`src/mem_msg_pkg.sv`:
```
package mem_msg_pkg;

  // Word address
  typedef logic [19:0] addr_t;

  typedef logic [31:0] data_t;

  // Returned unchanged with the response
  typedef logic [3:0] tag_t;

  // Local device number
  typedef logic [1:0] dev_sel_t;

  typedef enum logic
  {
    OP_READ  = 1'b0,
    OP_WRITE = 1'b1
  } mem_op_e;

endpackage

```
`src/tile_map_pkg.sv`:
```
package tile_map_pkg;

  // Device numbers as stored in the order FIFO
  localparam mem_msg_pkg::dev_sel_t DEV_MEM  = 2'd0;
  localparam mem_msg_pkg::dev_sel_t DEV_CFG  = 2'd1;
  localparam mem_msg_pkg::dev_sel_t DEV_LOOP = 2'd2;

  // Set means a memory address
  localparam int MEM_WINDOW_BIT = 19;

  // Device field sits between this bit and the memory window bit
  localparam int DEV_FIELD_LSB = 16;

  localparam logic [2:0] FIELD_MEM = 3'd1;
  localparam logic [2:0] FIELD_CFG = 3'd2;

  // Config register indexes in the low address bits
  localparam logic [3:0] CFG_REG_ID       = 4'd0;
  localparam logic [3:0] CFG_REG_SCRATCH0 = 4'd1;
  localparam logic [3:0] CFG_REG_SCRATCH1 = 4'd2;

  typedef logic [7:0] did_t;

endpackage

```
`src/mem_msg_if.sv`:
```
`timescale 1ns/10ps

interface mem_msg_if;

  import mem_msg_pkg::*;

  logic    v;
  logic    ready;
  mem_op_e op;
  addr_t   addr;
  data_t   data;
  tag_t    tag;
  // Responses only
  logic    err;

  modport src
  (
    output v, op, addr, data, tag, err,
    input  ready
  );

  modport snk
  (
    input  v, op, addr, data, tag, err,
    output ready
  );

endinterface

```
`src/cfg_slice.sv`:
```
`timescale 1ns/10ps

module cfg_slice
(
  input  logic               clk_i,
  input  logic               rst_n_i,
  input  tile_map_pkg::did_t did_i,
  mem_msg_if.snk             req_i,
  mem_msg_if.src             rsp_o
);

  import mem_msg_pkg::*;
  import tile_map_pkg::*;

  logic       accept;
  logic       is_write;
  logic [3:0] reg_idx;
  data_t      next_data;
  logic       next_err;
  logic       rsp_v_q;
  data_t      scratch0_q;
  data_t      scratch1_q;
  mem_op_e    op_q;
  addr_t      addr_q;
  data_t      data_q;
  tag_t       tag_q;
  logic       err_q;

  assign req_i.ready = !rsp_v_q || rsp_o.ready;
  assign accept      = req_i.v && req_i.ready;
  assign is_write    = (req_i.op == OP_WRITE);
  assign reg_idx     = req_i.addr[3:0];

  always_comb
  begin
    next_data = '0;
    next_err  = 1'b0;
    case (reg_idx)
      CFG_REG_ID:
      begin
        // Tile id is read only
        if (is_write)
          next_err = 1'b1;
        else
          next_data = data_t'(did_i);
      end
      CFG_REG_SCRATCH0:
      begin
        if (!is_write)
          next_data = scratch0_q;
      end
      CFG_REG_SCRATCH1:
      begin
        if (!is_write)
          next_data = scratch1_q;
      end
      default:
        next_err = 1'b1;
    endcase
  end

  always_ff @(posedge clk_i or negedge rst_n_i)
  begin
    if (!rst_n_i)
    begin
      rsp_v_q    <= 1'b0;
      scratch0_q <= '0;
      scratch1_q <= '0;
    end
    else
    begin
      if (accept)
        rsp_v_q <= 1'b1;
      else if (rsp_o.ready)
        rsp_v_q <= 1'b0;
      if (accept && is_write && (reg_idx == CFG_REG_SCRATCH0))
        scratch0_q <= req_i.data;
      if (accept && is_write && (reg_idx == CFG_REG_SCRATCH1))
        scratch1_q <= req_i.data;
    end
  end

  always_ff @(posedge clk_i)
  begin
    if (accept)
    begin
      op_q   <= req_i.op;
      addr_q <= req_i.addr;
      data_q <= next_data;
      tag_q  <= req_i.tag;
      err_q  <= next_err;
    end
  end

  assign rsp_o.v    = rsp_v_q;
  assign rsp_o.op   = op_q;
  assign rsp_o.addr = addr_q;
  assign rsp_o.data = data_q;
  assign rsp_o.tag  = tag_q;
  assign rsp_o.err  = err_q;

  a_rsp_hold: assert property (@(posedge clk_i) disable iff (!rst_n_i)
    rsp_o.v && !rsp_o.ready |=>
      rsp_o.v && $stable({rsp_o.op, rsp_o.addr, rsp_o.data, rsp_o.tag, rsp_o.err}));

endmodule

```
`src/flat_wrapper.sv`:
```
// flat-port wrapper written by rule: the top's interface ports become plain ports
module cfg_slice_flat import mem_msg_pkg::*; import tile_map_pkg::*;
  (clk_i, rst_n_i, did_i, req_i_v, req_i_op, req_i_addr, req_i_data, req_i_tag, req_i_err, req_i_ready, rsp_o_v, rsp_o_op, rsp_o_addr, rsp_o_data, rsp_o_tag, rsp_o_err, rsp_o_ready);
  mem_msg_if req_i_i ();
  mem_msg_if rsp_o_i ();
  input  logic clk_i;
  input  logic rst_n_i;
  input  tile_map_pkg::did_t did_i;
  input wire logic [$bits(req_i_i.v)-1:0] req_i_v;
  input wire logic [$bits(req_i_i.op)-1:0] req_i_op;
  input wire logic [$bits(req_i_i.addr)-1:0] req_i_addr;
  input wire logic [$bits(req_i_i.data)-1:0] req_i_data;
  input wire logic [$bits(req_i_i.tag)-1:0] req_i_tag;
  input wire logic [$bits(req_i_i.err)-1:0] req_i_err;
  output wire logic [$bits(req_i_i.ready)-1:0] req_i_ready;
  output wire logic [$bits(rsp_o_i.v)-1:0] rsp_o_v;
  output wire logic [$bits(rsp_o_i.op)-1:0] rsp_o_op;
  output wire logic [$bits(rsp_o_i.addr)-1:0] rsp_o_addr;
  output wire logic [$bits(rsp_o_i.data)-1:0] rsp_o_data;
  output wire logic [$bits(rsp_o_i.tag)-1:0] rsp_o_tag;
  output wire logic [$bits(rsp_o_i.err)-1:0] rsp_o_err;
  input wire logic [$bits(rsp_o_i.ready)-1:0] rsp_o_ready;
  assign req_i_i.v = req_i_v;
  assign req_i_i.op = req_i_op;
  assign req_i_i.addr = req_i_addr;
  assign req_i_i.data = req_i_data;
  assign req_i_i.tag = req_i_tag;
  assign req_i_i.err = req_i_err;
  assign req_i_ready = req_i_i.ready;
  assign rsp_o_v = rsp_o_i.v;
  assign rsp_o_op = rsp_o_i.op;
  assign rsp_o_addr = rsp_o_i.addr;
  assign rsp_o_data = rsp_o_i.data;
  assign rsp_o_tag = rsp_o_i.tag;
  assign rsp_o_err = rsp_o_i.err;
  assign rsp_o_i.ready = rsp_o_ready;
  cfg_slice u_core (.clk_i(clk_i), .rst_n_i(rst_n_i), .did_i(did_i), .req_i(req_i_i), .rsp_o(rsp_o_i));
endmodule
```
`config.mk`:
```
export PLATFORM = sky130hd
export DESIGN_NAME = cfg_slice_flat
export DESIGN_NICKNAME = d
export VERILOG_FILES = /design/src/mem_msg_pkg.sv /design/src/tile_map_pkg.sv /design/src/mem_msg_if.sv /design/src/cfg_slice.sv /design/src/flat_wrapper.sv
export SDC_FILE = /design/constraint.sdc
export NUM_CORES = 1
export LEC_CHECK = 0
export ABC_AREA = 1
export ABC_CLOCK_PERIOD_IN_PS = 4300
export BUFFER_PORTS_ARGS = -buffer_cell sky130_fd_sc_hd__buf_4
export CORE_AREA = 2 2 145 76
export DETAILED_ROUTE_END_ITERATION = 6
export DIE_AREA = 0 0 147 78
export GPL_ROUTABILITY_DRIVEN = 0
export PLACE_DENSITY = 0.78
export SLEW_MARGIN = 20
export SYNTH_ARGS = -nofsm -noshare
export SYNTH_HDL_FRONTEND = slang
export SYNTH_SLANG_ARGS = --single-unit
export TNS_END_PERCENT = 20
```
`constraint.sdc`:
```
create_clock -name clk_i -period 4.3 [get_ports clk_i]
set_input_delay 1.29 -clock clk_i [delete_from_list [all_inputs] [get_ports clk_i]]
set_output_delay 1.29 -clock clk_i [all_outputs]
set_load 0.01 [all_outputs]
```
==> run metrics <==
Post-Route WL=12000 um; Critical Path Source=rsp_o_ready; Post-Place Worst Slack=1250 ps; WL/cell=14.7 um; Clk Tree Root Cell=clkbuf_16; First-pass DRT Iterations=4; Worst Path Required=3010 ps; Syn Area/Cell=10.1 sq um; CTS Buf Count=17; # setup viols final=0; top-area cell type share of the netlist area=32.1%; Post-Syn Area=5430 sq um; die area=11500 sq um; skew final=5.68 ps; CP max stage cell=buf_4; status=completed; Synth area leader=edfxtp_1; Period minus WS final=3050 ps; Synth-to-Final Area Change=30.1%; Worst Max-Slew Pin Slew=924 ps; CTS H-tree lvls=4; GRT Util Overall=21.6%; worst-skew pair later-pin latency=410 ps; Slew Viols, Final=0; hold_ws=592 ps; CP startpoint kind=primary input; Mapped Cells=536; EDFF count, synth=58; Post-synth top cells=179 x nand2_1, 66 x inv_1, 65 x dfrtp_1; Final Hold Fails=0; Yosys warnings=0; CP endpoint kind=output port; # diodes=0; first-pass GRT wire length=19300 um; post-synthesis register bit count=123; worst vdd ir=0.297 mV; leakage=3.28 nW; initial DRC count=230; most used cell, CP=buf_4; part of the cycle the worst path needs=70.9%; MaxCap Viol Count=0; Top FF cell, synth=dfrtp_1; Worst-path clk slew=60 ps; clk sink count=123; RSZ-0062 raised after global routing=false; critical path class=primary input to output port; ranking of synthesized cells by area=edfxtp_1 32%, dfrtp_1 30%, nand2_1 12%, o21bai_1 7.5%, inv_1 4.6%; total negative slack=0 ps; Worst Hold Launch=u_core.scratch0_q[17]$_DFFE_PN0P_; Slew Limit Headroom=38.4%; DIE HEIGHT=78 um; Final Core Density=70.0%; Setup Fix Bufs, Post-CTS=0; DRC viols=0; PD cells=478 nW/um^2; largest net degree at the start of global routing=73; layout cells sized above 1=28.2%; asr flop ratio synth=52.8%; most frequent cell after synthesis=nand2_1; Rows=26; Non-Filler Instances=814; vias per cell=4.98; fmax=328 MHz; CTS Hold Bufs=0; post-CTS sizing=0; io pins=130; IO buf count=128; worst-path cell chain=buf_4, inv_1, nand2_1, buf_4; Crit path arrival time=1760 ps; total grt overflow=0; placed cells=782; vias post-DR=4053; final worst slack=1250 ps; vias in the first global route=3956; fin nets=731; CTS tree=built; worst hold path type=register to register; syn_nets=606; post-synthesis sequential area ratio=62.0%; worst-path fanout max=3; Max clock buf depth=2; Routed Antenna Nets=0; Max stage delay on crit path=160 ps; initial core utilization=53.8%; Yosys cell types=21; FF-to-FF Start=u_core.rsp_o.v$_DFFE_PN0P_; initial antenna violation count=0; detailed placement HPWL=7390 um; Core ar.=10100 sq um; Die X=147 um
[path summary, 6_finish.rpt]
check | endpoint | cells after the start | slack (ps)
worst max register to register | u_core.scratch1_q[31]$_DFFE_PN0P_ | 6 | 2280
min in group asynchronous | u_core.scratch0_q[20]$_DFFE_PN0P_ | 1 | 980
max in group asynchronous | u_core.scratch1_q[0]$_DFFE_PN0P_ | 1 | 2760
worst max-delay path | req_i_ready | 4 | 1250
worst min register to register | u_core.scratch0_q[17]$_DFFE_PN0P_ | 3 | 590
worst min-delay path | u_core.scratch0_q[17]$_DFFE_PN0P_ | 3 | 590
[sequential cells by signal (all words and copies together), names as in the netlist]
name               flops
u_core.rsp_o.err       1
u_core.rsp_o.tag       4
u_core.scratch1_q     32
u_core.rsp_o.op        1
u_core.scratch0_q     32
u_core.rsp_o.v         1
u_core.rsp_o.addr     20
u_core.rsp_o.data     32
[kinds of logic (layout without fill, tap and decap cells)]
group	after synthesis	after routing	share of synthesized area, %
flops	123	123	62.0
buf+inv	103	241	8.39
compound gates	90	90	12.5
simple gates	220	220	17.0
[worst max-delay path: cells and delay by family]
family        cells  cell delay (ps)
buf+inv           3              370
simple gates      1              110
[power breakdown]
part | switching [W] | internal, W
Sequential | 0.0000872 | 0.00141
Combinational | 0.000233 | 0.000234
Clock | 0.000501 | 0.000903
[final cells by class]
| type | count | area (sq um) |
|---|---|---|
| Sequential cell | 123 | 3370 |
| Clock inverter | 13 | 151 |
| Clock buffer | 19 | 433 |
| Inverter | 69 | 260 |
| Tap cell | 140 | 175 |
| Fill cell | 782 | 3020 |
| Multi-Input combinational cell | 310 | 1620 |
| Timing Repair Buffer | 140 | 1050 |
[per-layer routing]
layer	wire [um]	vias up	global-route usage (%)
li1	-	2016	-
met1	5350	1916	27.6
met2	5820	112	36.1
met3	708	9	5.88
met4	116	0	7.50
met5	0	-	0
[through the flow]
| stage | total power [W] | cell area (sq um) |
|---|---|---|
| final | 0.00337 | 7060 |
| after floorplan | 0.00180 | 5430 |
| after detailed placement | 0.00199 | 6470 |
| after CTS | 0.00340 | 7060 |
| after global placement | 0.00196 | 6470 |
| after global routing | 0.00353 | 7060 |
[placed cells by master, fill, tap and decap left out, types with 2 or more instances in the layout]
| master | count |
|---|---|
| o22ai_1 | 24 |
| edfxtp_1 | 58 |
| nor2_2 | 3 |
| clkinvlp_4 | 4 |
| inv_1 | 66 |
| nand2_1 | 179 |
| clkbuf_16 | 17 |
| buf_4 | 140 |
| o21bai_2 | 10 |
| clkinv_2 | 4 |
| inv_2 | 2 |
| nor2_4 | 2 |
| clkinv_1 | 2 |
| nand4_1 | 24 |
| bufinv_16 | 3 |
| o21bai_1 | 54 |
| nand3_1 | 8 |
| clkbuf_1 | 2 |
| nand2_2 | 2 |
| dfrtp_1 | 65 |
No activity file was read; power rests on OpenSTA's default activity.
