$ cat config.mk
export PLATFORM = sky130hd
export DESIGN_NAME = loopback_dev_flat
export DESIGN_NICKNAME = d
export VERILOG_FILES = /design/src/mem_msg_pkg.sv /design/src/mem_msg_if.sv /design/src/loopback_dev.sv /design/src/flat_wrapper.sv
export SDC_FILE = /design/constraint.sdc
export NUM_CORES = 1
export LEC_CHECK = 0
export BUFFER_PORTS_ARGS = -buffer_cell sky130_fd_sc_hd__buf_2
export CAP_MARGIN = 40
export CORE_MARGIN = 2
export CORE_UTILIZATION = 34
export CTS_BUF_LIST = sky130_fd_sc_hd__clkbuf_8
export CTS_CLUSTER_DIAMETER = 40
export DETAILED_ROUTE_END_ITERATION = 10
export PLACE_DENSITY = 0.81
export SYNTH_ARGS = -nofsm -noshare
export SYNTH_HDL_FRONTEND = slang
export SYNTH_SLANG_ARGS = --single-unit
$ cat constraint.sdc
create_clock -name clk_i -period 1.15 [get_ports clk_i]
set_input_delay 0.1725 -clock clk_i [delete_from_list [all_inputs] [get_ports clk_i]]
set_output_delay 0.1725 -clock clk_i [all_outputs]
set_load 0.01 [all_outputs]
$ cat src/mem_msg_pkg.sv
package mem_msg_pkg;

  // Word address
  typedef logic [19:0] addr_t;

  typedef logic [31:0] data_t;

  // Returned unchanged with the response
  typedef logic [3:0] tag_t;

  // Local device number
  typedef logic [1:0] dev_sel_t;

  typedef enum logic
  {
    OP_READ  = 1'b0,
    OP_WRITE = 1'b1
  } mem_op_e;

endpackage

$ cat src/mem_msg_if.sv
`timescale 1ns/10ps

interface mem_msg_if;

  import mem_msg_pkg::*;

  logic    v;
  logic    ready;
  mem_op_e op;
  addr_t   addr;
  data_t   data;
  tag_t    tag;
  // Responses only
  logic    err;

  modport src
  (
    output v, op, addr, data, tag, err,
    input  ready
  );

  modport snk
  (
    input  v, op, addr, data, tag, err,
    output ready
  );

endinterface

$ cat src/loopback_dev.sv
`timescale 1ns/10ps

module loopback_dev
(
  input  logic   clk_i,
  input  logic   rst_n_i,
  mem_msg_if.snk req_i,
  mem_msg_if.src rsp_o
);

  import mem_msg_pkg::*;

  logic    accept;
  logic    rsp_v_q;
  mem_op_e op_q;
  addr_t   addr_q;
  tag_t    tag_q;

  assign req_i.ready = !rsp_v_q || rsp_o.ready;
  assign accept      = req_i.v && req_i.ready;

  always_ff @(posedge clk_i or negedge rst_n_i)
  begin
    if (!rst_n_i)
      rsp_v_q <= 1'b0;
    else if (accept)
      rsp_v_q <= 1'b1;
    else if (rsp_o.ready)
      rsp_v_q <= 1'b0;
  end

  always_ff @(posedge clk_i)
  begin
    if (accept)
    begin
      op_q   <= req_i.op;
      addr_q <= req_i.addr;
      tag_q  <= req_i.tag;
    end
  end

  // Unmapped addresses always answer with an error and no data
  assign rsp_o.v    = rsp_v_q;
  assign rsp_o.op   = op_q;
  assign rsp_o.addr = addr_q;
  assign rsp_o.data = '0;
  assign rsp_o.tag  = tag_q;
  assign rsp_o.err  = 1'b1;

endmodule

$ cat src/flat_wrapper.sv
// flat-port wrapper written by rule: the top's interface ports become plain ports
module loopback_dev_flat import mem_msg_pkg::*;
  (clk_i, rst_n_i, req_i_v, req_i_op, req_i_addr, req_i_data, req_i_tag, req_i_err, req_i_ready, rsp_o_v, rsp_o_op, rsp_o_addr, rsp_o_data, rsp_o_tag, rsp_o_err, rsp_o_ready);
  mem_msg_if req_i_i ();
  mem_msg_if rsp_o_i ();
  input  logic clk_i;
  input  logic rst_n_i;
  input wire logic [$bits(req_i_i.v)-1:0] req_i_v;
  input wire logic [$bits(req_i_i.op)-1:0] req_i_op;
  input wire logic [$bits(req_i_i.addr)-1:0] req_i_addr;
  input wire logic [$bits(req_i_i.data)-1:0] req_i_data;
  input wire logic [$bits(req_i_i.tag)-1:0] req_i_tag;
  input wire logic [$bits(req_i_i.err)-1:0] req_i_err;
  output wire logic [$bits(req_i_i.ready)-1:0] req_i_ready;
  output wire logic [$bits(rsp_o_i.v)-1:0] rsp_o_v;
  output wire logic [$bits(rsp_o_i.op)-1:0] rsp_o_op;
  output wire logic [$bits(rsp_o_i.addr)-1:0] rsp_o_addr;
  output wire logic [$bits(rsp_o_i.data)-1:0] rsp_o_data;
  output wire logic [$bits(rsp_o_i.tag)-1:0] rsp_o_tag;
  output wire logic [$bits(rsp_o_i.err)-1:0] rsp_o_err;
  input wire logic [$bits(rsp_o_i.ready)-1:0] rsp_o_ready;
  assign req_i_i.v = req_i_v;
  assign req_i_i.op = req_i_op;
  assign req_i_i.addr = req_i_addr;
  assign req_i_i.data = req_i_data;
  assign req_i_i.tag = req_i_tag;
  assign req_i_i.err = req_i_err;
  assign req_i_ready = req_i_i.ready;
  assign rsp_o_v = rsp_o_i.v;
  assign rsp_o_op = rsp_o_i.op;
  assign rsp_o_addr = rsp_o_i.addr;
  assign rsp_o_data = rsp_o_i.data;
  assign rsp_o_tag = rsp_o_i.tag;
  assign rsp_o_err = rsp_o_i.err;
  assign rsp_o_i.ready = rsp_o_ready;
  loopback_dev u_core (.clk_i(clk_i), .rst_n_i(rst_n_i), .req_i(req_i_i), .rsp_o(rsp_o_i));
endmodule
==> results of run 1 <==
Yosys cell counts:
master | n | area share, %
buf_4 | 33 | 23
nand2b_4 | 1 | 1.3
conb_1 | 2 | 0.71
nand2b_1 | 1 | 0.59
dfrtp_1 | 1 | 2.4
edfxtp_1 | 25 | 71
and2_4 | 1 | 0.83
layer usage:
metal,up-vias,part of all wire (%)
met2,46,57
met5,-,0
met1,269,33
met3,2,8.8
li1,268,-
met4,0,0.69
report_power, final:
| part | leakage (nW) | switching, mW | internal, mW |
|---|---|---|---|
| combinational | 0.356 | 0.133 | 0.0874 |
| clock | 0.0231 | 0.260 | 0.239 |
| sequential | 0.249 | 0.0145 | 1.10 |
critical path: cells and delay by family (launching register included):
family,cells,cell delay (ns)
buf+inv,1,0.16
flops,1,0.41
simple gates,2,0.23
state kept, by name (all words and copies together), names as in the netlist:
| signal | count |
|---|---|
| u_core.rsp_o.tag | 4 |
| u_core.rsp_o.addr | 20 |
| u_core.rsp_o.v | 1 |
| u_core.rsp_o.op | 1 |
cells by family after synthesis:
logic type / share of synthesized area [%]
buf+inv: 23.4
flops: 73.2
other cells: 0.709
simple gates: 2.72
stage by stage:
stage / power, mW / cell area, um2 / worst slack (ns)
2_1_floorplan: 1.32 / 1180 / 0.00225
3_3_place_gp: 1.35 / 1270 / 0.0792
3_5_place_dp: 1.35 / 1270 / 0.0595
4_1_cts: 1.85 / 1330 / 0.0476
5_1_grt: 1.92 / 1330 / 0.0125
6_report: 1.83 / 1330 / 0.0557
cells in the final DEF (no fill, tap or decap):
master         count
buf_4              1
clkbuf_8           3
nand2b_4           1
edfxtp_1          25
nand2b_1           1
dlygate4sd3_1      1
buf_2             55
dfrtp_1            1
conb_1            33
buf_12             1
and2_4             1
clkinv_1           1
path summary, 6_finish.rpt:
kind,start,endpoint,slack (ns),depth (start not counted)
hold reg to reg,u_core.rsp_o.v,u_core.rsp_o.v,0.55,2
setup / recovery,u_core.rsp_o.v,u_core.rsp_o.addr[1],0.06,3
hold / removal,req_i_addr[8],u_core.rsp_o.addr[8],0.08,1
setup reg to reg,u_core.rsp_o.v,u_core.rsp_o.addr[1],0.06,3
max in group asynchronous,rst_n_i,u_core.rsp_o.v,0.86,2
min in group asynchronous,rst_n_i,u_core.rsp_o.v,0.21,2
area by class of cell:
type,count,area [um2],area share (%)
flip-flops and latches,26,776,58.4
repair buffers,58,313,23.6
multi-input cells,36,153,11.5
clock buffers,3,41.3,3.11
well taps,33,41.3,3.11
clock inverters,1,3.75,0.283
==> results, run 1 <==
- The filler-free cell count of the finished design is 157.
- The fmax is 0.914 GHz.
- The routed design could run at a clock period as short as 1.09 ns.
- Summed over all nets, the half-perimeter wirelength after detailed placement is 1.41 mm.
- At the end of routability-driven placement, the weighted congestion stood at 0.665.
- The H-tree level count is 1.
- The final antenna diode count is 0.
- The clock latency reported for the late side of the worst-skew pair is 0.26 ns.
- For this run, the number of Yosys warnings is 0.
- In this run the post-CTS setup repair buffer count came out at 0.
- The count of cells resized by post-cts repair is 0.
- The count of different cell masters after synthesis is 7.
- Setup repair after global routing left no endpoint under its margin.
- Clock tree synthesis selected as its root buffer the cell clkbuf_8.
- Cells fill 44.2% of the core in the end.
- The max-slew violation total from the final report is 0.
- The via count of the first global-routing pass was 505.
- For met2 alone, demand over resource in global routing was 18.6%.
- The number of inserted filler cells in the final layout is 276.
- The floorplan die area is 0.00358 mm2.
- The final layout contains routed wiring with a total length of 1.75 mm.
- The power density over cell area is 1380 mW/mm2.
- The quantity of hold-fixing buffers added after cts is 1.
- The number of design-rule violations left by the first detailed-router iteration is 5.
- Setup violations remaining at the end of the flow were counted as 0.
- The flow ran to the end, and the final reports show no timing, DRC or antenna violations.
- The overall global routing resource usage is 9.86%.
- For this run, the detailed router's first-pass iteration total came to 3.
- Setup total negative slack on the finished layout was measured at 0 ns.
- The aggregate global routing overflow is 0.
- The number of core rows is 20.
- Counting every sink on the clock net gives 26.
- The biggest cell delay along the critical path is 0.41 ns.
- The worst setup path is launched from a flip-flop.
- The library cell contributing the largest single delay on the critical path is dfrtp_1.
- Summing the sequential cell areas from Yosys gives 73.2% of the chip area.
- The count of unresolved DRC violations after routing is 0.
- Input and output buffers added on the ports amount to 55.
- The area added between synthesis and finish is 25.3%.
- The count of mapped cells out of synthesis is 64.
- Max-cap violations in this run came to 0.
- The total placed cells including tap cells is 152.
- The synthesized area is 0.00106 mm2.
- The static leakage is 0.628 nW.
- The worst setup path is of the reg2reg kind.
- The number of failing hold endpoints at the final stage is 0.
- STA classifies the critical path endpoint as a flip-flop.
- Using the TritonRoute via totals, the vias-per-cell ratio works out to 3.73.
- The synthesized design contains 26 register bits.
- At the worst endpoint, the required time is 1.13 ns.
- Global routing used 4.11% of the available met3 tracks.
- The count of nets after finishing is 187.
- The remaining antenna violation count is 0.
- Once the floorplan was initialized, standard cells occupied 35.3% of the core.
- The first global-routing pass estimated 2.44 mm of wire.
- During I/O placement, the number of pins put on the boundary was 122.
- From bottom edge to top edge, the die measures 59.8 um.
- The worst-case vdd ir drop is 0.000939 V.
- The classification of the worst-slack hold path is in2reg.
- The clock skew is 0.00246 ns.
- The layout cell share with drive strength beyond 1 is 50.0%.
- The maximum count of clock buffers along a single path is 2.
- After detailed routing, the average wire length per cell comes to 11.1 um.
- The maximum number of pins on one net before global-route repair is 22.
- For this block, the via count after detailed routing is 585.
- The tightest hold margin is 0.0781 ns.
- The critical path goes through nand2b_4, and2_4, buf_12.
- The CTS tree is done.
- The number of clock buffers added by TritonCTS is 3.
- The number of antenna violations at the first check in global routing is 0.
- The fraction of met1 tracks used by global routing is 9.21%.
- The most crowded layer after global routing is met2.
- The worst endpoint data arrival time is 1.07 ns.
- The final critical-path share of the clock period is 95.2%.
- The clock transition at the register clock pins on the worst setup and hold paths after CTS is 0.08 ns.
- The die is 59.8 um wide.
- The core outline area is 0.00300 mm2.
- The synthesized area divided by synthesized cell count is 16.6 um2.
- The largest driver fanout on the critical path is 21.
Power figures use the tool's default switching activity.
==> run 2, diff against run 1 <==
--- a/config.mk
+++ b/config.mk
@@ -12,6 +12,7 @@
 export CTS_BUF_LIST = sky130_fd_sc_hd__clkbuf_8
 export CTS_CLUSTER_DIAMETER = 40
 export DETAILED_ROUTE_END_ITERATION = 10
+export MAX_ROUTING_LAYER = met4
 export PLACE_DENSITY = 0.81
 export SYNTH_ARGS = -nofsm -noshare
 export SYNTH_HDL_FRONTEND = slang
==> results, run 2 (same netlist as run 1, synthesis figures left out) <==
- The data required time at the worst endpoint was 1.13 ns (about the same).
- The count of pins on the block boundary is 122 (unchanged).
- The part of the power in combinational logic is 12.0% (about the same).
- The die width is 59.8 um (unchanged).
- The largest driver fanout on the critical path is 21 (unchanged).
- The maximum number of pins on one net before global-route repair came to 22 (unchanged).
- The H-tree level count was 1 (unchanged).
- The startpoint type of the worst setup path is a flip-flop.
- The detailed-routing wirelength on met1 was 599 um (+3.8%).
- The final antenna diode count is 0 (unchanged).
- The count of cells resized by post-cts repair is 0 (unchanged).
- The summed area of non-filler cells in the final layout is 0.00133 mm2 (unchanged).
- The power density over cell area was 1380 mW/mm2 (about the same).
- The tightest hold margin is 0.0781 ns (-0.0000946 ns).
- The average wire per standard cell is 11.1 um (+0.17%).
- The worst endpoint data arrival time is 1.07 ns (about the same).
- Leaving out fill and tap cells, the most frequent cells in the layout are 55 x buf_2, 33 x conb_1, 25 x edfxtp_1, 3 x clkbuf_8.
- The clock skew is 0.00296 ns (+0.000495 ns).
- The number of antenna violations at the first check in global routing was 0 (unchanged).
- The final-report setup violation count is 0 (unchanged).
- The total placed cells including tap cells is 152 (unchanged).
- The max-slew violation total from the final report was 0 (unchanged).
- The classification of the worst-slack hold path is in2reg.
- The power spent charging and discharging nets was 0.408 mW (+0.39%).
- The routed via count divided by cell count was 3.77 (+1.2%).
- The count of buffers inserted at the top-level ports was 55 (unchanged).
- The critical path goes through nand2b_4, and2_4, buf_12.
- The worst setup slack for register-to-register paths is 0.06 ns (about the same).
- The uppermost layer routed is met4.
- The count of nets after finishing is 187 (unchanged).
- The critical path in this run is classified as reg2reg.
- The number of inserted filler cells in the final layout is 276 (unchanged).
- The area after detailed placement came to 0.00127 mm2 (unchanged).
- The routability congestion estimate from global placement is 0.671 (+0.96%).
- The fmax is 0.914 GHz (about the same).
- The design internal power is 1.43 mW (about the same).
- The flow ran to the end, and the final reports show no timing, DRC or antenna violations.
- The floorplan die area is 0.00358 mm2 (unchanged).
- The slowest stage of the critical path belongs to the cell dfrtp_1.
- The category of the worst setup path capture point is a flip-flop.
- The aggregate global routing overflow came to 0 (unchanged).
- The overall global routing resource usage is 10.1% (+0.29 points).
- The effective utilization at floorplan is 35.3% (unchanged).
- The footprint of the multi-input gates is 153 um2 (unchanged).
- The count of unresolved DRC violations after routing is 0 (unchanged).
- The switching power as a share of total power came to 22.3% (+0.067 points).
- The area added between synthesis and finish is 25.3% (unchanged).
- The layout cell share with drive strength beyond 1 is 50.0% (unchanged).
- The number of flip-flops under the largest register name is 20 (unchanged).
- The detailed-route via count was 592 (+1.2%).
- Leaving out fill and tap cells, the most frequent cell in the layout is buf_2.
- The final period demand of the worst path came to 1.09 ns (+0.000154 ns).
- The setup TNS was 0 ns (unchanged).
- The sink count of the clock tree was 26 (unchanged).
- The remaining antenna violation count is 0 (unchanged).
- The height of the die is 59.8 um (unchanged).
- The maximum count of clock buffers along a single path is 2 (unchanged).
- The number of core rows is 20 (unchanged).
- The detailed-routed wire length on met2 was 997 um (-0.40%).
- The proportion of power drawn by flip-flops and latches was 60.7% (about the same).
- The master cell of the clock root buffer is clkbuf_8.
- The biggest cell delay along the critical path is 0.41 ns (about the same).
- The clock transition at the register clock pins on the worst setup and hold paths after CTS is 0.08 ns (about the same).
- The total length of routed met3 wires is 138 um (-9.8%).
- The static leakage came to 0.628 nW (unchanged).
- The filler-free cell count of the finished design was 157 (unchanged).
- The max-capacitance violation count is 0 (unchanged).
- The wire length of the first global-routing pass is 2.44 mm (unchanged).
- The aggregate routed wire length was 1.75 mm (+0.17%).
- The via count of the first global-routing pass is 506 (+0.20%).
- The register cell area after layout came to 776 um2 (unchanged).
- Setup repair after global routing left no endpoint under its margin.
- The fraction of power consumed by the clock network is 27.2% (about the same).
- The core outline area came to 0.00300 mm2 (unchanged).
- TritonCTS built the clock tree.
- The number of optimization iterations in the first detailed-route pass was 3 (unchanged).
- The number of design-rule violations left by the first detailed-router iteration came to 5 (unchanged).
- The final critical-path share of the clock period is 95.2% (about the same).
- The number of failing hold endpoints at the final stage is 0 (unchanged).
- The worst-case vdd ir drop was 0.000940 V (about the same).
- The clock latency reported for the late side of the worst-skew pair is 0.26 ns (about the same).
- The total clock buffers created by CTS is 3 (unchanged).
- The half-perimeter wire length of the detailed placement result came to 1.41 mm (unchanged).
run 2: cell counts in the layout (fill, tap and decap cells not counted):
Identical to the previous run, type by type.
run 2: critical path: cells and delay by family (launching register included):
kind                   cells  cell delay [ns]
DFF                        1             0.41
and+or+nand+nor            2             0.23
buffers and inverters      1             0.16
run 2: repair_timing:
item                      4_1_cts  5_1_grt
hold buffers                    1        0
hold endpoints to repair        1        0
setup buffers                   0        0
run 2: per-layer routing:
metal | vias up | track usage, %
met5 | - | -
met4 | 0 | 3.81
met3 | 2 | 3.46
met2 | 48 | 18.6
met1 | 274 | 9.62
li1 | 268 | -
run 2: layout make-up:
cell class                      count  area share, %
Timing Repair Buffer               58           23.6
Tap cell                           33           3.11
Clock inverter                      1          0.283
Multi-Input combinational cell     36           11.5
Clock buffer                        3           3.11
Sequential cell                    26           58.4
run 2: power groups by stage:
stage	combinational, mW	clock [mW]	sequential, mW
5_1_grt	0.246	0.559	1.12
3_5_place_dp	0.218	0	1.14
6_report	0.220	0.500	1.11
3_3_place_gp	0.213	0	1.13
2_1_floorplan	0.157	0	1.16
4_1_cts	0.221	0.519	1.12
run 2: stage by stage:
| step | utilization (%) | power (mW) | setup WS (ns) |
|---|---|---|---|
| 3_5_place_dp | 42.4 | 1.35 | 0.0595 |
| 5_1_grt | 44.2 | 1.92 | 0.0124 |
| 4_1_cts | 44.2 | 1.85 | 0.0476 |
| 6_report | 44.2 | 1.83 | 0.0555 |
| 3_3_place_gp | 42.4 | 1.35 | 0.0792 |
| 2_1_floorplan | - | 1.32 | 0.00225 |
run 2: path summary, 6_finish.rpt:
path                                start                   end  cells after the start
min                         req_i_addr[1]  u_core.rsp_o.addr[1]                      1
max in group asynchronous         rst_n_i        u_core.rsp_o.v                      2
min reg2reg                u_core.rsp_o.v        u_core.rsp_o.v                      2
max                        u_core.rsp_o.v  u_core.rsp_o.addr[4]                      3
min in group asynchronous         rst_n_i        u_core.rsp_o.v                      2
max reg2reg                u_core.rsp_o.v  u_core.rsp_o.addr[4]                      3
